<file path="src/rtl/vfu_settings.svh">
// Vector functional unit build settings
// Lane count, lane width and register file geometry, plus derived widths
`ifndef VFU_SETTINGS_SVH
`define VFU_SETTINGS_SVH

`define VFU_N_IPU   4
`define VFU_ELEN    32
`define VFU_NR_VREG 32
`define VFU_VLEN    256

// Derived geometry of one VRF word (all lanes side by side)
`define VFU_WORD_W   (`VFU_N_IPU * `VFU_ELEN)
`define VFU_WORD_B   (`VFU_WORD_W / 8)
`define VFU_NR_WORDS (`VFU_NR_VREG * `VFU_VLEN / `VFU_WORD_W)
`define VFU_VREG_W   $clog2(`VFU_NR_VREG)
`define VFU_WIDX_W   $clog2(`VFU_VLEN / `VFU_WORD_W)
`define VFU_VADDR_W  (`VFU_VREG_W + `VFU_WIDX_W)
`define VFU_LANE_W   $clog2(`VFU_N_IPU)
`define VFU_WB_AW    (`VFU_VADDR_W + `VFU_LANE_W)
`define VFU_VL_W     ($clog2(`VFU_VLEN / 8) + 1)

`endif

</file>
<file path="src/rtl/vfu_pkg.sv">
// Vector functional unit types
// Instruction format, lane word views and register file port bundles
`include "vfu_settings.svh"

package vfu_pkg;

  typedef enum logic [2:0] {
    OP_ADD  = 3'd0,
    OP_SUB  = 3'd1,
    OP_AND  = 3'd2,
    OP_OR   = 3'd3,
    OP_XOR  = 3'd4,
    OP_MIN  = 3'd5,
    OP_MAX  = 3'd6,
    OP_MACC = 3'd7
  } vfu_op_e;

  typedef enum logic [1:0] {
    SEW_8  = 2'd0,
    SEW_16 = 2'd1,
    SEW_32 = 2'd2
  } vfu_sew_e;

  // Register index in the upper bits, word within the register below
  typedef logic [`VFU_VADDR_W-1:0] vreg_addr_t;
  typedef logic [`VFU_VL_W-1:0]    vl_t;

  typedef struct packed {
    vfu_op_e                 op;
    vfu_sew_e                sew;
    vl_t                     vl;
    logic [`VFU_VREG_W-1:0]  vd;
    logic [`VFU_VREG_W-1:0]  vs1;
    logic [`VFU_VREG_W-1:0]  vs2;
    logic                    use_scalar;
    logic [`VFU_ELEN-1:0]    rs1;
  } vfu_req_t;

  // One lane word, read at whichever element width is active
  typedef union packed {
    logic [3:0][7:0]  b;
    logic [1:0][15:0] h;
    logic [31:0]      w;
  } lane_word_u;

  typedef struct packed {
    vreg_addr_t addr;
    logic       en;
  } vrf_rd_t;

  typedef struct packed {
    vreg_addr_t              addr;
    logic [`VFU_WORD_W-1:0]  data;
    logic [`VFU_WORD_B-1:0]  be;
    logic                    en;
  } vrf_wr_t;

endpackage

</file>
<file path="src/rtl/vfu_writeback.sv">
// Writeback stage
// Registers one group of lane results and writes it to vd, with byte
// enables cut off at the remaining vector length
`include "vfu_settings.svh"

module vfu_writeback (
  input  logic                     clk_i,
  input  logic                     rst_ni,
  input  logic                     grp_valid_i,
  input  vfu_pkg::vreg_addr_t      wr_addr_i,
  input  vfu_pkg::vl_t             vl_left_i,
  input  vfu_pkg::vfu_sew_e        sew_i,
  input  logic [`VFU_WORD_W-1:0]   result_i,
  output vfu_pkg::vrf_wr_t         wr_o
);

  logic [`VFU_VL_W+1:0]     bytes_left;
  logic [`VFU_WORD_B-1:0]   be_d;
  logic [`VFU_WORD_B-1:0]   be_q;
  logic [`VFU_WORD_W-1:0]   data_q;
  vfu_pkg::vreg_addr_t      addr_q;
  logic                     en_q;

  // Remaining elements times bytes per element
  assign bytes_left = {2'b00, vl_left_i} << sew_i;

  always_comb begin : proc_be
    for (int b = 0; b < `VFU_WORD_B; b++) begin
      be_d[b] = (b < int'(bytes_left));
    end
  end

  always_ff @(posedge clk_i or negedge rst_ni) begin : proc_en
    if (!rst_ni) begin
      en_q <= 1'b0;
    end else begin
      en_q <= grp_valid_i;
    end
  end

  always_ff @(posedge clk_i) begin : proc_payload
    if (grp_valid_i) begin
      addr_q <= wr_addr_i;
      data_q <= result_i;
      be_q   <= be_d;
    end
  end

  assign wr_o.addr = addr_q;
  assign wr_o.data = data_q;
  assign wr_o.be   = be_q;
  assign wr_o.en   = en_q;

  // Each group handed over by the sequencer still has elements left
  a_be_not_empty : assert property (
    @(posedge clk_i) disable iff (!rst_ni)
    wr_o.en |-> (wr_o.be != '0)
  ) else $error("VRF write with empty byte enable");

endmodule

</file>
<file path="config.mk">
export PLATFORM = sky130hd
export DESIGN_NAME = vfu_writeback
export DESIGN_NICKNAME = d
export VERILOG_FILES = /design/src/rtl/vfu_pkg.sv /design/src/rtl/vfu_writeback.sv
export VERILOG_INCLUDE_DIRS = /design/src /design/src/rtl
export SDC_FILE = /design/constraint.sdc
export NUM_CORES = 1
export LEC_CHECK = 0
export ABC_AREA = 1
export BUFFER_PORTS_ARGS = -buffer_cell sky130_fd_sc_hd__buf_2
export CAP_MARGIN = 15
export CORE_MARGIN = 5
export CORE_UTILIZATION = 30
export CTS_CLUSTER_SIZE = 28
export DETAILED_ROUTE_END_ITERATION = 12
export GPL_TIMING_DRIVEN = 0
export SLEW_MARGIN = 5
export SYNTH_ARGS = -nofsm -noshare
export SYNTH_HDL_FRONTEND = slang
export SYNTH_SLANG_ARGS = --single-unit
</file>
<file path="constraint.sdc">
create_clock -name clk_i -period 0.8 [get_ports clk_i]
set_input_delay 0.16 -clock clk_i [delete_from_list [all_inputs] [get_ports clk_i]]
set_output_delay 0.16 -clock clk_i [all_outputs]
set_load 0.01 [all_outputs]
</file>
[Word-level counts from Yosys, hierarchy flattened]
Cells that the tools add are included.
Word-level totals
  word-level logic and storage cells: 21
  output and inout port bits: 151
  register bits after elaboration: 151
Cells by class
  shift operators: 1
  order comparisons: 16
Operators by type and width (count)
  $lt 4x8->1 const A: 8
  $lt 3x8->1 const A: 4
  $lt 1x8->1 const A: 2
  $lt 2x8->1 const A: 2
  $shl 6x2->8: 1

[Depth between registers and ports, before layout]
  depth in word-level cells: 2
  gate-level depth with buffers: 9

[Worst setup path after synthesis]
Ideal clock, no wire load.
  kind: input port to flip-flop
  from: input sew_i[0]
  to: register be_q[10], data pin
  data arrival time: 0.840 ns
  library setup time: 0.257 ns
  setup slack: -0.296 ns
  required time: 0.543 ns
  cell stages on the path: 8
  path through: buf_6 -> nand2_1 -> nand4_1 -> nand2_1 -> nand2_2 -> inv_4 -> buf_12 -> nand2_2
On the way
  longest elaborated chain between the ends: 2
RTL lines
  from (decl): RTL line vfu_writeback.sv:12  | input vfu_pkg::vfu_sew_e sew_i,
  $shl 6x2->8: RTL line vfu_writeback.sv:25  | assign bytes_left = {2'b00, vl_left_i} << sew_i;
  $lt 4x8->1: RTL line vfu_writeback.sv:29  | be_d[b] = (b < int'(bytes_left));
  named net be_d[10]: RTL line vfu_writeback.sv:18  | logic [`VFU_WORD_B-1:0] be_d;
  to (signal assigned): RTL line vfu_writeback.sv:45  | be_q <= be_d;
  to (decl): RTL line vfu_writeback.sv:19  | logic [`VFU_WORD_B-1:0] be_q;
The timed path passes the listed nets, and every way through them passes these cells.
A chain may end at the register's enable or synchronous reset.

[Worst setup path after layout]
  from: register data_q[122]
  to: output wr_o[139] (netlist name)
RTL lines
  from (decl): RTL line vfu_writeback.sv:20  | logic [`VFU_WORD_W-1:0] data_q;
  from (signal assigned): RTL line vfu_writeback.sv:44  | data_q <= result_i;
  to (decl): RTL line vfu_writeback.sv:14  | output vfu_pkg::vrf_wr_t wr_o
No word-level cell between the ends.

==> flow_summary.html <==
<table>
<tr><th>Metric</th><th>Value</th></tr>
<tr><th colspan="2">Setup path</th></tr>
<tr><td>Critical Path End Type</td><td>output pin</td></tr>
<tr><td>CP max stage delay</td><td>0.42 ns</td></tr>
<tr><td>Arrival time at the worst endpoint</td><td>1.00 ns</td></tr>
<tr><td>Element type at the critical path start</td><td>flip-flop</td></tr>
<tr><td>Family with the most delay on the worst path</td><td>flip-flops</td></tr>
<tr><td>Maximum net fanout on the critical path</td><td>1</td></tr>
<tr><td>Path type of the worst setup path</td><td>reg -&gt; out</td></tr>
<tr><td>Ordered list of cells on the worst path</td><td>buf_2</td></tr>
<tr><td>Data required time at the worst endpoint</td><td>0.64 ns</td></tr>
<tr><td>Crit path buffers/inverters</td><td>1</td></tr>
<tr><td>Slowest library cell on the worst path</td><td>edfxtp_1</td></tr>
<tr><th colspan="2">Floorplanning</th></tr>
<tr><td>Boundary Pins</td><td>296</td></tr>
<tr><td>Num rows</td><td>46</td></tr>
<tr><td>DIE AREA</td><td>19040 sq um</td></tr>
<tr><td>Initial core utilization</td><td>0.3072</td></tr>
<tr><td>Core region area</td><td>16000 sq um</td></tr>
<tr><td>Die span in y</td><td>138.0 microns</td></tr>
<tr><td>Die span in x</td><td>138.0 microns</td></tr>
<tr><th colspan="2">Drt</th></tr>
<tr><td>Total iterations of the first detailed-routing run</td><td>4</td></tr>
<tr><td>Number of violations reported at the end of detailed-routing iteration 0</td><td>140</td></tr>
<tr><td>Overall routed net length</td><td>15.44 mm</td></tr>
<tr><td>Number of DRC violations after detailed routing</td><td>0</td></tr>
<tr><td>Vias post-DR</td><td>3769</td></tr>
<tr><td>Number of routed nets with antenna violations</td><td>0</td></tr>
<tr><td>Avg WL per Cell</td><td>17.02 microns</td></tr>
<tr><td>Via density per instance</td><td>4.155</td></tr>
<tr><th colspan="2">Final layout</th></tr>
<tr><td>Post-route design area</td><td>8864 sq um</td></tr>
<tr><td>Most frequent cells in the layout</td><td>buf_2 (284), edfxtp_1 (150), dlygate4sd3_1 (135)</td></tr>
<tr><td>Commonest non-fill, non-tap cell in the layout</td><td>buf_2</td></tr>
<tr><td>Antenna diode count</td><td>0</td></tr>
<tr><td>Nets</td><td>823</td></tr>
<tr><td>Share of cells above drive strength 1</td><td>0.5326</td></tr>
<tr><td>Layout Area Growth over Synthesis</td><td>80.35%</td></tr>
<tr><th colspan="2">STA</th></tr>
<tr><td>Final setup vio count</td><td>151</td></tr>
<tr><td>RSZ-0062 raised after global routing</td><td>yes</td></tr>
<tr><td>Fin crit period</td><td>1.158 ns</td></tr>
<tr><td>Worst Max-Slew Pin Slew</td><td>0.4168 ns</td></tr>
<tr><td>Highest Clock Rate</td><td>0.8636 GHz</td></tr>
<tr><td>Worst setup slack after layout</td><td>-0.3579 ns</td></tr>
<tr><td>Rel. slew slack</td><td>0.7222</td></tr>
<tr><td>Final count of pins violating max slew</td><td>0</td></tr>
<tr><td>Number of hold violations in the final report</td><td>0</td></tr>
<tr><td>Final worst-path cycle share</td><td>1.447</td></tr>
<tr><th colspan="2">Status</th></tr>
<tr><td>Run status</td><td>finished, violations left</td></tr>
<tr><td>Violated checks</td><td>setup timing</td></tr>
<tr><th colspan="2">GRT</th></tr>
<tr><td>Number of global-route vias before repair</td><td>3946</td></tr>
<tr><td>Initial antenna violation count</td><td>1</td></tr>
<tr><td>Overall fraction of global-route tracks in use</td><td>0.1503</td></tr>
<tr><td>Global Route met2 Usage</td><td>0.2858</td></tr>
<tr><td>First-pass GRT wire length</td><td>21.09 mm</td></tr>
<tr><td>Met1 Resource Use GR</td><td>0.1460</td></tr>
<tr><td>Pin count of the biggest net entering global routing</td><td>53</td></tr>
<tr><td>Most utilized layer in the global route result</td><td>met2</td></tr>
<tr><td>Congestion Overflow GR</td><td>0</td></tr>
<tr><td>Met3 GRT Util</td><td>0.04753</td></tr>
<tr><th colspan="2">Synthesis</th></tr>
<tr><td>Synthesized Nets</td><td>370</td></tr>
<tr><td>Post-Syn Area</td><td>4915 sq um</td></tr>
<tr><td>Warnings, synthesis</td><td>0</td></tr>
<tr><td>Number of register bits inferred by synthesis</td><td>151</td></tr>
<tr><td>Sequential share of the synthesized area</td><td>0.9216</td></tr>
<tr><td>Unique masters post-synth</td><td>18</td></tr>
<tr><td>Average cell area after synthesis</td><td>21.84 sq um</td></tr>
<tr><td>Synth Instances</td><td>225</td></tr>
<tr><th colspan="2">Job</th></tr>
<tr><td>Max-cap violations</td><td>0</td></tr>
<tr><th colspan="2">Power and ir drop</th></tr>
<tr><td>Leak</td><td>3.776 nW</td></tr>
<tr><td>Relative contribution of the clock network to total power</td><td>0.409</td></tr>
<tr><td>Maximum VDD drop</td><td>1.365 mV</td></tr>
<tr><td>Power Dens Cells</td><td>2288 nW/um^2</td></tr>
<tr><td>Power share of the combinational group</td><td>0.120</td></tr>
<tr><td>Part of the power in registers</td><td>0.471</td></tr>
<tr><td>Switch share</td><td>0.2290</td></tr>
<tr><td>Net load switching power</td><td>4.645 mW</td></tr>
<tr><td>P_int</td><td>15.64 mW</td></tr>
<tr><th colspan="2">Hold path</th></tr>
<tr><td>Class of the worst hold path</td><td>in -&gt; async</td></tr>
<tr><th colspan="2">Clock network</th></tr>
<tr><td>Total clock sinks</td><td>151</td></tr>
<tr><td>TritonCTS clock tree</td><td>built</td></tr>
<tr><td>Number of buffers created by CTS</td><td>17</td></tr>
<tr><td>Cell at the root of the clock tree</td><td>clkbuf_16</td></tr>
<tr><td>H-tree levels</td><td>4</td></tr>
<tr><td>Clock buffer depth</td><td>2</td></tr>
<tr><td>Clock edge transition at the registers on the reported setup and hold paths</td><td>0.06 ns</td></tr>
<tr><th colspan="2">Placement</th></tr>
<tr><td>Placed Instance Area</td><td>6709 sq um</td></tr>
<tr><td>Post-DP HPWL</td><td>10.08 mm</td></tr>
<tr><td>Last weighted congestion value of the routability-driven placer</td><td>0.7808</td></tr>
<tr><td>DP Worst Slack</td><td>-0.6293 ns</td></tr>
<tr><td>Number of port buffers</td><td>294</td></tr>
</table>
layer usage:
metal,wire [microns],vias to the layer above
met5,11,-
met2,8614,179
met4,409,2
met3,1268,31
met1,5135,1798
li1,-,1759
repair_timing:
action	in CTS	in global routing
setup buffers	0	3
hold endpoints to repair	135	0
cloned	1	1
endpoints found under the setup margin	257	161
pin swaps	0	6
gates resized for setup	4	36
hold buffers	135	0
cell usage after synthesis, drive strengths merged:
library cell  count  area share
inv               9      0.0084
nand3             7      0.0071
dfrtp             1      0.0051
a21oi             4      0.0048
edfxtp          150        0.92
nor2              5      0.0043
o21ai             4      0.0041
nand4             2      0.0025
buf               3      0.0079
nand2            40       0.039
registers in the layout, summed over array words and instances (netlist names):
| name | flops |
|---|---|
| data_q | 128 |
| be_q | 16 |
| addr_q | 6 |
| en_q | 1 |
power groups by stage:
stage / Sequential (mW) / Combinational [mW] / Clock (mW)
finish: 9.56 / 2.44 / 8.29
global route: 9.60 / 2.61 / 8.88
CTS: 9.54 / 2.34 / 8.51
detailed placement: 9.71 / 1.77 / 0
global placement: 9.72 / 1.72 / 0
floorplan: 10.1 / 0.210 / 0
final cells by class:
type,instances,area (sq um)
fillers,1285,7137
flip-flops and latches,151,4529
repair buffers,435,2988
clock buffers,17,425.4
multi-input cells,62,372.9
well taps,216,270.3
clock inverters,15,191.4
inverters,9,46.29
plain buffers,2,40.04
metrics by stage:
stage / total power [mW] / utilization / setup TNS (ns) / std cells / hold slack, ns
final: 20.28 / 0.5540 / -42.97 / 907 / 0.07108
after floorplan: 10.28 / - / -3.600 / 225 / -0.1356
after global routing: 21.10 / 0.5540 / -49.54 / 907 / 0.07137
after detailed placement: 11.48 / 0.4193 / -75.33 / 736 / -0.06262
after global placement: 11.44 / 0.4172 / -320.45 / 735 / -0.06410
after CTS: 20.38 / 0.5442 / -46.40 / 903 / 0.04091
kinds of logic after synthesis:
group                  count (synthesis)  synth area share
and+or+nand+nor                       54           0.05321
buffers and inverters                 12           0.01630
DFF                                  151            0.9216
AOI/OAI and AO/OA                      8          0.008910
final timing paths:
kind                         startpoint   endpoint  slack, ns  cells past startpoint
worst min-delay path             rst_ni       en_q       0.07                      2
max in group asynchronous        rst_ni       en_q       0.64                      2
min in group clk_i         vl_left_i[5]    be_q[3]       0.08                      3
worst max-delay path        data_q[122]  wr_o[139]      -0.36                      1
No activity file was read; power rests on OpenSTA's default activity.
