## config.mk

```make
export PLATFORM = sky130hd
export DESIGN_NAME = vfu_sequencer
export DESIGN_NICKNAME = d
export VERILOG_FILES = /design/src/rtl/vfu_pkg.sv /design/src/rtl/vfu_sequencer.sv
export VERILOG_INCLUDE_DIRS = /design/src /design/src/rtl
export SDC_FILE = /design/constraint.sdc
export NUM_CORES = 1
export LEC_CHECK = 0
export BUFFER_PORTS_ARGS = -buffer_cell sky130_fd_sc_hd__buf_4
export CORE_AREA = 10 10 336 338
export DETAILED_ROUTE_END_ITERATION = 10
export DIE_AREA = 0 0 346 348
export GPL_TIMING_DRIVEN = 0
export PLACE_DENSITY_LB_ADDON = 0.08
export REMOVE_ABC_BUFFERS = 1
export SLEW_MARGIN = 15
export SYNTH_ARGS = -nofsm -noshare
export SYNTH_HDL_FRONTEND = slang
export SYNTH_SLANG_ARGS = --single-unit
```

## constraint.sdc

```tcl
create_clock -name clk_i -period 1.93 [get_ports clk_i]
set_input_delay 0.2895 -clock clk_i [delete_from_list [all_inputs] [get_ports clk_i]]
set_output_delay 0.2895 -clock clk_i [all_outputs]
set_load 0.02 [all_outputs]
```

## src/rtl/vfu_settings.svh

```systemverilog
// Vector functional unit build settings
// Lane count, lane width and register file geometry, plus derived widths
`ifndef VFU_SETTINGS_SVH
`define VFU_SETTINGS_SVH

`define VFU_N_IPU   4
`define VFU_ELEN    32
`define VFU_NR_VREG 32
`define VFU_VLEN    256

// Derived geometry of one VRF word (all lanes side by side)
`define VFU_WORD_W   (`VFU_N_IPU * `VFU_ELEN)
`define VFU_WORD_B   (`VFU_WORD_W / 8)
`define VFU_NR_WORDS (`VFU_NR_VREG * `VFU_VLEN / `VFU_WORD_W)
`define VFU_VREG_W   $clog2(`VFU_NR_VREG)
`define VFU_WIDX_W   $clog2(`VFU_VLEN / `VFU_WORD_W)
`define VFU_VADDR_W  (`VFU_VREG_W + `VFU_WIDX_W)
`define VFU_LANE_W   $clog2(`VFU_N_IPU)
`define VFU_WB_AW    (`VFU_VADDR_W + `VFU_LANE_W)
`define VFU_VL_W     ($clog2(`VFU_VLEN / 8) + 1)

`endif

```

## src/rtl/vfu_pkg.sv

```systemverilog
// Vector functional unit types
// Instruction format, lane word views and register file port bundles
`include "vfu_settings.svh"

package vfu_pkg;

  typedef enum logic [2:0] {
    OP_ADD  = 3'd0,
    OP_SUB  = 3'd1,
    OP_AND  = 3'd2,
    OP_OR   = 3'd3,
    OP_XOR  = 3'd4,
    OP_MIN  = 3'd5,
    OP_MAX  = 3'd6,
    OP_MACC = 3'd7
  } vfu_op_e;

  typedef enum logic [1:0] {
    SEW_8  = 2'd0,
    SEW_16 = 2'd1,
    SEW_32 = 2'd2
  } vfu_sew_e;

  // Register index in the upper bits, word within the register below
  typedef logic [`VFU_VADDR_W-1:0] vreg_addr_t;
  typedef logic [`VFU_VL_W-1:0]    vl_t;

  typedef struct packed {
    vfu_op_e                 op;
    vfu_sew_e                sew;
    vl_t                     vl;
    logic [`VFU_VREG_W-1:0]  vd;
    logic [`VFU_VREG_W-1:0]  vs1;
    logic [`VFU_VREG_W-1:0]  vs2;
    logic                    use_scalar;
    logic [`VFU_ELEN-1:0]    rs1;
  } vfu_req_t;

  // One lane word, read at whichever element width is active
  typedef union packed {
    logic [3:0][7:0]  b;
    logic [1:0][15:0] h;
    logic [31:0]      w;
  } lane_word_u;

  typedef struct packed {
    vreg_addr_t addr;
    logic       en;
  } vrf_rd_t;

  typedef struct packed {
    vreg_addr_t              addr;
    logic [`VFU_WORD_W-1:0]  data;
    logic [`VFU_WORD_B-1:0]  be;
    logic                    en;
  } vrf_wr_t;

endpackage

```

## src/rtl/vfu_sequencer.sv

```systemverilog
// Vector instruction sequencer
// Holds one instruction, steps its register addresses group by group and
// alternates a read phase with a write phase until all elements are done
`include "vfu_settings.svh"

module vfu_sequencer (
  input  logic                            clk_i,
  input  logic                            rst_ni,
  // Request port
  input  vfu_pkg::vfu_req_t               req_i,
  input  logic                            req_valid_i,
  output logic                            req_ready_o,
  // VRF read side
  output vfu_pkg::vrf_rd_t [2:0]          rd_o,
  input  logic [2:0]                      rvalid_i,
  input  logic [2:0][`VFU_WORD_W-1:0]     rdata_i,
  // Operands to the lanes
  output logic [`VFU_WORD_W-1:0]          op1_o,
  output logic [`VFU_WORD_W-1:0]          op2_o,
  output logic [`VFU_WORD_W-1:0]          op3_o,
  output vfu_pkg::vfu_op_e                op_o,
  output vfu_pkg::vfu_sew_e               sew_o,
  // Writeback control
  output vfu_pkg::vreg_addr_t             wr_addr_o,
  output vfu_pkg::vl_t                    vl_left_o,
  output logic                            grp_valid_o,
  output logic                            busy_o
);

  vfu_pkg::vfu_req_t          req_q;
  vfu_pkg::vl_t               vl_left_q;
  vfu_pkg::vreg_addr_t [2:0]  addr_q;
  logic                       busy_q;
  logic                       wr_phase_q;

  logic                       accept;
  logic                       last_grp;
  logic [2:0]                 need;
  vfu_pkg::vl_t               elems_per_grp;

  assign accept      = req_valid_i && !busy_q;
  assign req_ready_o = !busy_q;
  assign busy_o      = busy_q;

  // 16, 8 or 4 elements fit in one VRF word
  assign elems_per_grp = vfu_pkg::vl_t'(`VFU_WORD_B >> req_q.sew);
  assign last_grp      = (vl_left_q <= elems_per_grp);

  // Port order: vs2, vs1, vd
  assign need = {req_q.op == vfu_pkg::OP_MACC, !req_q.use_scalar, 1'b1};

  //////////////////////////////////////////////////
  // Instruction state
  //////////////////////////////////////////////////

  always_ff @(posedge clk_i or negedge rst_ni) begin : proc_state
    if (!rst_ni) begin
      req_q      <= '0;
      vl_left_q  <= '0;
      addr_q     <= '0;
      busy_q     <= 1'b0;
      wr_phase_q <= 1'b0;
    end else if (accept) begin
      // A zero-length instruction is taken but never starts
      req_q      <= req_i;
      vl_left_q  <= req_i.vl;
      busy_q     <= (req_i.vl != '0);
      wr_phase_q <= 1'b0;
      addr_q[0]  <= {req_i.vs2, {`VFU_WIDX_W{1'b0}}};
      addr_q[1]  <= {req_i.vs1, {`VFU_WIDX_W{1'b0}}};
      addr_q[2]  <= {req_i.vd, {`VFU_WIDX_W{1'b0}}};
    end else if (busy_q) begin
      if (!wr_phase_q) begin
        wr_phase_q <= 1'b1;
      end else if (grp_valid_o) begin
        wr_phase_q <= 1'b0;
        for (int p = 0; p < 3; p++) begin
          addr_q[p] <= addr_q[p] + vfu_pkg::vreg_addr_t'(1);
        end
        if (last_grp) begin
          busy_q    <= 1'b0;
          vl_left_q <= '0;
        end else begin
          vl_left_q <= vl_left_q - elems_per_grp;
        end
      end
    end
  end

  //////////////////////////////////////////////////
  // Operand requests and distribution
  //////////////////////////////////////////////////

  always_comb begin : proc_rd
    for (int p = 0; p < 3; p++) begin
      rd_o[p].addr = addr_q[p];
      rd_o[p].en   = busy_q && !wr_phase_q && need[p];
    end
  end

  assign grp_valid_o = busy_q && wr_phase_q && (&(rvalid_i | ~need));

  // Scalar broadcast at the element width
  always_comb begin : proc_op1
    if (!req_q.use_scalar) begin
      op1_o = rdata_i[1];
    end else begin
      case (req_q.sew)
        vfu_pkg::SEW_8:  op1_o = {(`VFU_WORD_B){req_q.rs1[7:0]}};
        vfu_pkg::SEW_16: op1_o = {(`VFU_WORD_B/2){req_q.rs1[15:0]}};
        default:         op1_o = {(`VFU_N_IPU){req_q.rs1}};
      endcase
    end
  end

  assign op2_o     = rdata_i[0];
  assign op3_o     = rdata_i[2];
  assign op_o      = req_q.op;
  assign sew_o     = req_q.sew;
  assign wr_addr_o = addr_q[2];
  assign vl_left_o = vl_left_q;

  // An idle cycle issues no read, so no data comes back after it
  a_no_read_idle : assert property (
    @(posedge clk_i) disable iff (!rst_ni)
    !busy_q |=> (rvalid_i == '0)
  ) else $error("VRF read data returned for an idle cycle");

endmodule

```

Word-level counts from Yosys, hierarchy flattened
Cells that the tools add are included.
{ "totals": {"reg_bits": 64, "in_bits": 449, "output_inout_bits": 425, "elab_cells": 56} }
{ "classes": {"add_sub_neg": 4, "order_cmp": 1, "n_eq_ne": 2, "shifts": 1, "n_mux": 20, "n_bitwise": 2, "reduce_logical": 16} }
{ "op_table": {"columns": ["operator", "count"], "rows": [
  ["$pmux W128 S2", 1],
  ["$mux W128", 1],
  ["$mux W18", 4],
  ["$mux W6", 5],
  ["$add A6 B1 Y6 const B", 3],
  ["$mux W1", 9],
  ["$le A6 B6 Y1", 1],
  ["$logic_and A1 B1 Y1", 6],
  ["$reduce_and A3 Y1", 2],
  ["$reduce_bool A2 Y1", 3],
  ["$reduce_bool A6 Y1", 1],
  ["$shr A5 B2 Y6 const A", 1],
  ["$sub A6 B6 Y6", 1],
  ["$eq A3 B3 Y1 const B", 1],
  ["$logic_not A1 Y1", 3],
  ["$not A3 Y3", 1],
  ["$or A3 B3 Y3", 1],
  ["$eq A2 B1 Y1 const B", 1],
  ["$logic_not A2 Y1", 1]
]} }

Longest topological paths before layout
Gate-level depths: netlist (run 1).
{ "logic_depth": {"depth_word": 9, "mapped_depth": 10, "depth_no_buf": 8} }

Least setup slack after synthesis (run 1)
OpenSTA, ideal clock, no wires.
{ "synth_path": {"path_kind": "reg-to-reg", "start": "register req_q (netlist bit sew_o[1])", "end": "register vl_left_q[2], in the netlist vl_left_o[2]", "setup_time_ns": 0.083, "arrival_ns": 2.008, "t_required_ns": 1.847, "setup_slack_ns": -0.160, "path_stages_with_launch": 10, "n_path_buf": 2, "synth_period_minus_slack_ns": 2.090, "cell_sequence": "dfrtp_1 > buf_2 > clkbuf_1 > nand2b_1 > ha_1 > and3b_1 > o21ai_0 > a21oi_1 > nand2_1 > o21ai_0"} }
{ "synth_between": {"elab_chain_cells": 7, "word_cells_on_any_way": 8, "cone_classes": "add/sub (1); order compare (1); shift (1); mux (5)"} }
{ "synth_lines": {"columns": ["element", "line", "source"], "rows": [
  ["from (decl)", "vfu_sequencer.sv:30", "vfu_pkg::vfu_req_t req_q;"],
  ["from (signal assigned)", "vfu_sequencer.sv:65", "req_q <= req_i;"],
  ["$shr A5 B2 Y6 (no source line) *", null, null],
  ["$sub A6 B6 Y6 / $le A6 B6 Y1 (equally long branches)", "vfu_sequencer.sv:84, vfu_sequencer.sv:47", null],
  ["$mux W6 *", "vfu_sequencer.sv:80", "if (last_grp) begin"],
  ["$mux W6 *", "vfu_sequencer.sv:75", "end else if (grp_valid_o) begin"],
  ["$mux W6 *", "vfu_sequencer.sv:73", "if (!wr_phase_q) begin"],
  ["$mux W6 *", "vfu_sequencer.sv:72", "end else if (busy_q) begin"],
  ["$mux W6 *", "vfu_sequencer.sv:63", "end else if (accept) begin"],
  ["to (signal assigned)", "vfu_sequencer.sv:66", "vl_left_q <= req_i.vl;"],
  ["to (signal assigned)", "vfu_sequencer.sv:84", "vl_left_q <= vl_left_q - elems_per_grp;"],
  ["to (decl)", "vfu_sequencer.sv:31", "vfu_pkg::vl_t vl_left_q;"]
]} }
Mark *: on every way between the ends. The rest lies on a longest branch, timed or not. The select of a mux whose other input is x is not followed.
A chain may end at the register's enable or synchronous reset.

Final worst setup path (run 1)
{ "layout_path": {"start": "register req_q (netlist bit sew_o[1])", "end": "output port op1_o[15]"} }
{ "layout_between": {"elab_chain_cells": 3, "word_cells_on_any_way": 4, "cone_classes": "eq/ne (1); mux (2); reduce/logical (1)"} }
{ "layout_lines": {"columns": ["element", "line", "source"], "rows": [
  ["$eq A2 B1 Y1 / $logic_not A2 Y1 (equally long branches)", "vfu_sequencer.sv:108", "case (req_q.sew)"],
  ["$pmux W128 S2 *", "vfu_sequencer.sv:108", null],
  ["$mux W128 *", "vfu_sequencer.sv:105", "if (!req_q.use_scalar) begin"],
  ["to (decl)", "vfu_sequencer.sv:18", "output logic [`VFU_WORD_W-1:0] op1_o,"]
]} }
Mark *: on every way between the ends. The rest lies on a longest branch, timed or not.

==> results.sh, run 1 <==
export IMPL_io_pin_count=874
export IMPL_hold_depth=3
export IMPL_critPathKind="reg -> out"
export IMPL_die_w_um=346
export IMPL_cts_buffer_depth=2
export IMPL_cts_sinks=64
export IMPL_grt_max_degree=65
export IMPL_htreeDepth=3
export IMPL_hold_ws_ns=0.0930
export IMPL_startpoint="sew_o[1]$_DFFE_PN0P_"
export IMPL_final_hold_viol_count=0
export IMPL_syn_inst=917
export IMPL_rsz0062_at_grt="yes"
export IMPL_synth_top_area_cell="buf_4"
export IMPL_start_util=0.0617
export IMPL_grt_pass1_wl_mm=153
export IMPL_yosysSeqAreaShare=0.244
export IMPL_rr_worst_depth=11
export IMPL_cpPeakStageDelay_ns=0.50
export IMPL_path_cells="buf_16 -> nor2_4 -> clkbuf_16 -> mux2_4 -> nand2_4 -> o21ai_2 -> buf_6"
export IMPL_fin_ws_ns=-0.417
export IMPL_io_buffer_count=361
export IMPL_gp_congestion=0.854
export IMPL_finalPower_mw=21.1
export IMPL_violations="setup timing"
export IMPL_hold_path_class="in -> reg"
export IMPL_wl_per_cell_um=54.8
export IMPL_fmax_mhz=426
export IMPL_tightest_slew_ns=0.823
export IMPL_synthesis_area_um2=6560
export IMPL_whs_endpoint="req_q[32]$_DFFE_PN0P_"
export IMPL_critPathMaxFanout=5
export IMPL_rrSetupSlack_ns=-0.30
export IMPL_antenna_found_initial=19
export IMPL_vias=7198
export IMPL_layout_commonest_cell="buf_4"
export IMPL_clk_pin_slew_ns=0.07
export IMPL_drive_gt1_frac=0.571
export IMPL_power_leakage_nw=5.29
export IMPL_clock_latency_ns=0.38
export IMPL_post_route_min_period_ns=2.35
export IMPL_max_slew_margin=0.451
export IMPL_yosysUniqueCellTypes=43
export IMPL_cts_tree="done"
export IMPL_wirelength_mm=135
export IMPL_numCtsBuffers=9
export IMPL_fillers=12386
export IMPL_synthArstFlopShare=1.00
export IMPL_synth_seq_cells=64
export IMPL_dp_hpwl_mm=122
export IMPL_finClkSkew_ns=0.0140
export IMPL_setup_viol=137
export IMPL_yosys_most_used_dff="dfrtp_1"
export IMPL_post_synth_top_area_fraction=0.307
export IMPL_synth_edf_count=0
export IMPL_hold_path_startpoint="req_i[32]"
export IMPL_crit_arrival_ns=2.06
export IMPL_drc_errors=0
export IMPL_rows=120
export IMPL_yosysWarnings=0
export IMPL_max_cap_viol_count=0
export IMPL_fin_crit_sh=1.22
export IMPL_layout_area_overhead_vs_synth_pct=78.1
export IMPL_required_ns=1.64
export IMPL_reg2reg_to="busy_o$_DFF_PN0_"
export IMPL_cp_start_kind="flip-flop"
export IMPL_max_vdd_ir_drop_mv=0.517
export IMPL_r2r_start="sew_o[1]$_DFFE_PN0P_"
export IMPL_fp_coreArea_um2=106000
export IMPL_synth_area_leaders="buf_4 (31%), dfrtp_1 (24%), nand2_1 (10%)"
export IMPL_grt_ovfl_total=0
export IMPL_crit_path_end_kind="primary output"
export IMPL_grt_pass1_vias=7259
export IMPL_drt_iter0_drc=313
export IMPL_grt_usage=0.215
export IMPL_layout_common_cells="buf_4 (279), nand2_1 (138), buf_6 (110)"
export IMPL_drtAntennaViolNets=0
export IMPL_slowest_stage="dfrtp_4"
export IMPL_via_per_inst=2.92
export IMPL_dr_pass1_iters=4
export IMPL_root_buffer="clkbuf_16"
export IMPL_final_nets=1516
export IMPL_die_y_um=348
export IMPL_dp_slack_ns=-1.05
export IMPL_syn_area_per_cell_um2=7.15
export IMPL_finalMaxSlewViolations=0
export IMPL_status="complete, but fails checks"
export IMPL_die_area_um2=120000
export IMPL_power_density_nw_per_um2=1810
timing repair:
| item | 4_1_cts | 5_1_grt |
|---|---|---|
| hold endpoints to repair | 3 | 0 |
| gates resized for setup | 317 | 144 |
| gates cloned | 8 | 4 |
| buffers inserted | 35 | 18 |
| hold buffers | 1 | 0 |
| endpoints found under the setup margin | 156 | 146 |
| pin swaps | 40 | 42 |
worst max-delay path by stage:
| stage | end | cells after the start |
|---|---|---|
| floorplan | wr_addr_o[5]$_DFFE_PN0P_ | 6 |
| global placement | vl_left_o[3]$_DFFE_PN0P_ | 4 |
| detailed placement | vl_left_o[3]$_DFFE_PN0P_ | 8 |
| CTS | op1_o[42] | 7 |
| global route | op1_o[79] | 7 |
| finish | op1_o[15] | 7 |
critical path, delay by kind of cell (launching register included):
| family | cells | cell delay [ns] |
|---|---|---|
| DFF | 1 | 0.50 |
| buffers and inverters | 3 | 0.48 |
| and+or+nand+nor | 2 | 0.26 |
| AOI/OAI and AO/OA | 1 | 0.07 |
| muxes | 1 | 0.34 |
through the flow:
step           TNS [ns]    util  cells  instance area (um^2)
6_report         -29.78   0.110   2469                 11700
2_1_floorplan   -265.83       -    612                  4380
5_1_grt          -40.81   0.110   2466                 11700
4_1_cts          -35.96   0.102   2445                 10900
3_3_place_gp    -819.71  0.0833   2376                  8850
3_5_place_dp     -49.96  0.0857   2385                  9110
routing by layer:
layer  track usage  part of all wire
met1         0.116              0.20
met2         0.352              0.46
met3         0.331              0.32
met4        0.0316             0.019
met5        0.0628            0.0089
kinds of logic (layout without fill, tap and decap cells):
kind of cell             count (synthesis)  after routing  synth area share
adder cells (fa/ha/maj)                  9              9            0.0172
XOR/XNOR                                 7              7           0.00935
buffers and inverters                  408            554             0.391
other                                    0              3                 0
AO/OA/AOI/OAI                          182            182             0.162
multiplexers                            24             24            0.0381
flip-flops                              64             64             0.244
AND/OR/NAND/NOR                        223            223             0.139
cell usage after synthesis, drive strengths merged, types with 2 or more instances:
cell type	instances
clkbuf	26
a21oi	3
inv	103
a31oi	3
nand3	6
nand2	177
dfrtp	64
nand4	4
a211oi	5
a311oi	3
o21ai	124
o21a	33
mux2i	16
nand2b	4
and2	2
nor3	5
xor2	7
ha	9
mux2	8
and3	3
buf	279
o311ai	2
o211ai	2
nor2	17
a22oi	4
registers in the layout, summed over array words and instances, names as in the netlist:
name        flops
req_q          33
op_o            3
vl_left_o       6
wr_addr_o       6
wr_phase_q      1
sew_o           2
rd_o           12
busy_o          1
area by class of cell:
class | instances | area [um^2] | area share
repair buffers | 434 | 4350 | 0.372
multi-input cells | 445 | 3250 | 0.278
well taps | 1403 | 1760 | 0.150
flip-flops and latches | 64 | 1610 | 0.138
inverters | 103 | 394 | 0.0337
clock buffers | 10 | 239 | 0.0205
clock inverters | 6 | 66.3 | 0.00568
repair inverters | 1 | 8.76 | 0.000750
diodes | 3 | 7.51 | 0.000643
power breakdown:
group | switching (mW) | total (mW) | internal (mW)
Clock | 0.848 | 1.89 | 1.04
Sequential | 0.961 | 2.95 | 1.99
Combinational | 8.63 | 16.3 | 7.63
Total | 10.4 | 21.1 | 10.7
(Power assumes the default switching activity.)
==> run 2: changes to the inputs <==
--- a/config.mk
+++ b/config.mk
@@ -8,6 +8,7 @@
 export LEC_CHECK = 0
 export BUFFER_PORTS_ARGS = -buffer_cell sky130_fd_sc_hd__buf_4
 export CORE_AREA = 10 10 336 338
+export CTS_BUF_LIST = sky130_fd_sc_hd__clkbuf_16
 export DETAILED_ROUTE_END_ITERATION = 10
 export DIE_AREA = 0 0 346 348
 export GPL_TIMING_DRIVEN = 0
==> run 2 against run 1 <==
Net effect:
- the flow still finishes with violations (setup timing)
- combinational power is essentially flat
- clock power shrank 2%
- worst hold slack is the same
- largest power group unchanged
- clock skew shrank 0.00062 ns
==> results.sh, run 2 (same netlist as run 1, synthesis figures left out) <==
export IMPL_rrSetupSlack_ns=-0.30
export IMPL_numCtsBuffers=9
export IMPL_cts_tree="done"
export IMPL_rsz0062_at_grt="yes"
export IMPL_start_util=0.0617
export IMPL_fin_setup_tns_ns=-29.78
export IMPL_rr_worst_depth=11
export IMPL_drc_errors=0
export IMPL_crit_arrival_ns=2.06
export IMPL_max_cap_viol_count=0
export IMPL_dp_hpwl_mm=122
export IMPL_reg2reg_to="busy_o$_DFF_PN0_"
export IMPL_grt_ovfl_total=0
export IMPL_vias=7198
export IMPL_cp_start_kind="flip-flop"
export IMPL_layout_area_overhead_vs_synth_pct=77.9
export IMPL_place_area_um2=9110
export IMPL_rows=120
export IMPL_slowest_stage="dfrtp_4"
export IMPL_hold_depth=3
export IMPL_final_hold_viol_count=0
export IMPL_power_leakage_nw=5.29
export IMPL_die_area_um2=120000
export IMPL_drive_gt1_frac=0.570
export IMPL_cts_buffer_depth=2
export IMPL_antenna_found_initial=19
export IMPL_grt_pass1_wl_mm=153
export IMPL_root_buffer="clkbuf_16"
export IMPL_worst_path_buf_inv=3
export IMPL_critPathKind="reg -> out"
export IMPL_die_w_um=346
export IMPL_gp_congestion=0.854
export IMPL_grt_usage=0.215
export IMPL_wl_per_cell_um=54.8
export IMPL_path_cells="buf_16 -> nor2_4 -> clkbuf_16 -> mux2_4 -> nand2_4 -> o21ai_2 -> buf_6"
export IMPL_htreeDepth=3
export IMPL_die_y_um=348
export IMPL_critPathMaxFanout=5
export IMPL_finClkSkew_ns=0.0134
export IMPL_clk_pin_slew_ns=0.07
export IMPL_setup_viol=137
export IMPL_dp_slack_ns=-1.05
export IMPL_crit_path_end_kind="primary output"
export IMPL_final_nets=1516
export IMPL_path_delay_family="flip-flops"
export IMPL_r2r_start="sew_o[1]$_DFFE_PN0P_"
export IMPL_drt_iter0_drc=313
export IMPL_fp_coreArea_um2=106000
export IMPL_regMostFlops="req_q"
export IMPL_drtAntennaViolNets=0
export IMPL_grt_max_degree=65
export IMPL_wirelength_mm=135
export IMPL_hold_path_class="in -> reg"
export IMPL_required_ns=1.64
export IMPL_violations="setup timing"
export IMPL_cts_sinks=64
export IMPL_largest_reg_flops=33
export IMPL_dr_pass1_iters=4
export IMPL_startpoint="sew_o[1]$_DFFE_PN0P_"
export IMPL_clock_latency_ns=0.38
export IMPL_io_buffer_count=361
export IMPL_via_per_inst=2.92
export IMPL_cpPeakStageDelay_ns=0.50
export IMPL_io_pin_count=874
export IMPL_hold_path_startpoint="req_i[32]"
export IMPL_tightest_slew_ns=0.823
export IMPL_layout_commonest_cell="buf_4"
export IMPL_whs_endpoint="req_q[32]$_DFFE_PN0P_"
export IMPL_power_density_nw_per_um2=1800
export IMPL_post_route_min_period_ns=2.35
export IMPL_fin_crit_sh=1.22
export IMPL_final_area_um2=11700
export IMPL_status="complete, but fails checks"
export IMPL_max_slew_margin=0.451
export IMPL_finalMaxSlewViolations=0
export IMPL_grt_pass1_vias=7259
export IMPL_layout_common_cells="buf_4 (279), nand2_1 (138), buf_6 (110)"
export IMPL_max_vdd_ir_drop_mv=0.517
export IMPL_fin_ws_ns=-0.417
export IMPL_fmax_mhz=426
## run 2: changes by cell type in the layout (fill, tap and decap cells not counted)
cell,previous run,this run
clkinv_1,0,1
clkbuf_8,1,0
## run 2: repair_timing
action	4_1_cts	5_1_grt
hold buffers	1	0
pin swaps	40	42
setup buffers	35	18
gates cloned	8	4
gates resized for setup	317	144
endpoints found under the hold margin	3	0
setup endpoints to repair	156	146
## run 2: tightest hold or removal path, delay by kind of cell
kind	cells	cell delay [ns]
buffers and inverters	1	0.08
AND/OR/NAND/NOR	2	0.08
## run 2: area by class of cell
cell class	instances	area [um^2]
timing repair inverter	1	8.76
antenna	3	7.51
clock inverter	7	70.1
multi-input combinational	445	3250
tap	1403	1760
sequential	64	1610
timing repair buffer	434	4350
clock buffer	9	225
inverter	103	394
fill	12387	94600
## run 2: how the worst max path moves through the flow
stage	endpoint	slack [ns]	cells after the start
2_1_floorplan	wr_addr_o[5]$_DFFE_PN0P_	-1.75	6
6_report	op1_o[15]	-0.42	7
5_1_grt	op1_o[79]	-0.49	7
4_1_cts	op1_o[42]	-0.47	7
3_3_place_gp	vl_left_o[3]$_DFFE_PN0P_	-5.09	4
3_5_place_dp	vl_left_o[3]$_DFFE_PN0P_	-1.05	8
## run 2: power breakdown
part / internal (mW) / leakage (nW) / switching (mW)
registers: 1.99 / 0.779 / 0.961
logic: 7.63 / 4.37 / 8.63
clock network: 1.00 / 0.136 / 0.847
## run 2: stage by stage
step | std cells | util | hold WS (ns) | total power, mW
CTS | 2445 | 0.102 | 0.0644 | 19.9
floorplan | 612 | - | -0.00609 | 7.97
global placement | 2376 | 0.0833 | 0.465 | 11.6
global route | 2466 | 0.110 | 0.0781 | 22.5
detailed placement | 2385 | 0.0857 | 0.427 | 14.1
finish | 2469 | 0.110 | 0.0930 | 21.1
## run 2: per-layer routing
metal,vias up,track usage,part of all wire
li1,2933,-,-
met1,3176,0.116,0.20
met2,961,0.352,0.46
met3,92,0.331,0.32
met4,36,0.0316,0.019
met5,-,0.0628,0.0089
==> run 3: changes to the inputs <==
==> constraint.sdc (replaced) <==
create_clock -name clk_i -period 1.9 [get_ports clk_i]
set_input_delay 0.285 -clock clk_i [delete_from_list [all_inputs] [get_ports clk_i]]
set_output_delay 0.285 -clock clk_i [all_outputs]
set_load 0.02 [all_outputs]
==> run 3 against run 2 <==
Net effect:
- the run still ends with setup timing left
- clock power about the same
- combinational power up 7%
- non-clock buffer count up 5
- cell count up 0.32%
- clock skew down 0.00099 ns
- largest cell class unchanged
==> results.sh, run 3 (same netlist as run 1, synthesis figures left out) <==
export IMPL_startpoint="sew_o[1]$_DFFE_PN0P_"
export IMPL_die_w_um=346
export IMPL_dr_pass1_iters=4
export IMPL_numCtsBuffers=9
export IMPL_htreeDepth=3
export IMPL_largest_reg_flops=33
export IMPL_rr_worst_depth=11
export IMPL_max_slew_margin=0.443
export IMPL_wl_per_cell_um=55.1
export IMPL_hold_path_class="in -> reg"
export IMPL_fillers=12380
export IMPL_io_pin_count=874
export IMPL_r2r_start="sew_o[1]$_DFFE_PN0P_"
export IMPL_fin_ws_ns=-0.439
export IMPL_fin_cells=2477
export IMPL_rsz0062_at_grt="yes"
export IMPL_dp_cells=2385
export IMPL_drt_iter0_drc=309
export IMPL_grt_pass1_wl_mm=155
export IMPL_finalPower_mw=22.3
export IMPL_crit_arrival_ns=2.05
export IMPL_regMostFlops="req_q"
export IMPL_layout_common_cells="buf_4 (266), nand2_1 (136), buf_6 (119)"
export IMPL_max_vdd_ir_drop_mv=0.525
export IMPL_vias=7267
export IMPL_rrSetupSlack_ns=-0.33
export IMPL_cts_tree="done"
export IMPL_gp_congestion=0.854
export IMPL_violations="setup timing"
export IMPL_reg2reg_to="vl_left_o[5]$_DFFE_PN0P_"
export IMPL_post_route_min_period_ns=2.34
export IMPL_critPathCapture="op1_o[15]"
export IMPL_tightest_slew_ns=0.836
export IMPL_crit_path_end_kind="primary output"
export IMPL_wirelength_mm=137
export IMPL_grt_pass1_vias=7404
export IMPL_die_area_um2=120000
export IMPL_drive_gt1_frac=0.595
export IMPL_fin_crit_sh=1.23
export IMPL_status="complete, but fails checks"
export IMPL_final_nets=1522
export IMPL_cts_buffer_depth=2
export IMPL_required_ns=1.62
export IMPL_setup_viol=136
export IMPL_root_buffer="clkbuf_16"
export IMPL_max_cap_viol_count=0
export IMPL_grt_usage=0.218
export IMPL_finClkSkew_ns=0.0124
export IMPL_grt_max_degree=65
export IMPL_fmax_mhz=427
export IMPL_via_per_inst=2.93
export IMPL_start_util=0.0617
export IMPL_drtAntennaViolNets=0
export IMPL_critPathKind="reg -> out"
export IMPL_grt_ovfl_total=0
export IMPL_dp_hpwl_mm=122
export IMPL_rows=120
export IMPL_die_y_um=348
export IMPL_power_leakage_nw=5.40
export IMPL_layout_area_overhead_vs_synth_pct=83.8
export IMPL_final_hold_viol_count=0
export IMPL_power_density_nw_per_um2=1850
export IMPL_hold_ws_ns=0.0896
export IMPL_cts_sinks=64
export IMPL_drc_errors=0
export IMPL_io_buffer_count=361
export IMPL_clk_pin_slew_ns=0.07
export IMPL_layout_commonest_cell="buf_4"
export IMPL_critPathMaxFanout=5
export IMPL_fp_coreArea_um2=106000
export IMPL_cp_start_kind="flip-flop"
export IMPL_antenna_found_initial=20
export IMPL_clock_latency_ns=0.38
export IMPL_finalMaxSlewViolations=0
run 3: cell count changes in the layout (fill, tap and decap cells not counted), sizes merged:
cell	delta
clkbuf	-3
bufbuf	-1
diode	+2
buf	+9
clkinv	+1
run 3: through the flow:
step	setup TNS (ns)	utilization	instance area, um^2	setup slack, ns
2_1_floorplan	-271.07	-	4380	-1.78
3_3_place_gp	-825.00	0.0833	8850	-5.12
3_5_place_dp	-53.66	0.0857	9110	-1.08
4_1_cts	-39.39	0.108	11500	-0.490
5_1_grt	-42.97	0.113	12000	-0.509
6_report	-31.71	0.113	12100	-0.439
run 3: how the worst min path moves through the flow:
stage,cells after the start,endpoint,slack (ns),startpoint
2_1_floorplan,0,busy_o$_DFF_PN0_,-0.01,rst_ni
3_3_place_gp,2,req_q[28]$_DFFE_PN0P_,0.46,req_q[28]$_DFFE_PN0P_
3_5_place_dp,1,op_o[1]$_DFFE_PN0P_,0.42,rst_ni
4_1_cts,3,req_q[18]$_DFFE_PN0P_,0.06,req_i[18]
5_1_grt,3,req_q[9]$_DFFE_PN0P_,0.07,req_i[9]
6_report,3,req_q[32]$_DFFE_PN0P_,0.09,req_i[32]
run 3: layer usage:
metal	up-vias	share of wire	GRT usage
met2	974	0.45	0.350
met4	34	0.026	0.0521
li1	2952	-	-
met3	90	0.31	0.336
met5	-	0.0058	0.0404
met1	3217	0.20	0.119
run 3: final cells by class:
type                       count  area (um^2)  share of cell area
antenna                        5         12.5             0.00104
clock buffer                   9          225              0.0187
clock inverter                 7         70.1             0.00581
inverter                     103          394              0.0327
multi-input combinational    445         3430               0.284
sequential                    64         1610               0.134
tap                         1403         1760               0.146
timing repair buffer         439         4530               0.376
timing repair inverter         2         27.5             0.00228
run 3: report_power, final:
part | switching [mW] | total (mW) | internal, mW | leakage, nW
Sequential | 1.02 | 3.04 | 2.02 | 0.779
Combinational | 9.16 | 17.4 | 8.25 | 4.48
Clock | 0.857 | 1.87 | 1.02 | 0.136
run 3: worst max-delay path, stage by stage, from the launching register on:
cell and delay, ns:
dfrtp_4 0.50, buf_16 0.15, nor2_4 0.13, clkbuf_16 0.20, mux2_4 0.35, nand2_4 0.09, o21ai_1 0.07, buf_4 0.16
run 3: timing repair:
item / CTS / global route
cloned: 17 / 1
endpoints found under the hold margin: 3 / 0
setup endpoints to repair: 157 / 154
hold buffers: 1 / 0
resized for setup: 393 / 148
pin swaps: 65 / 50
buffers inserted: 45 / 12
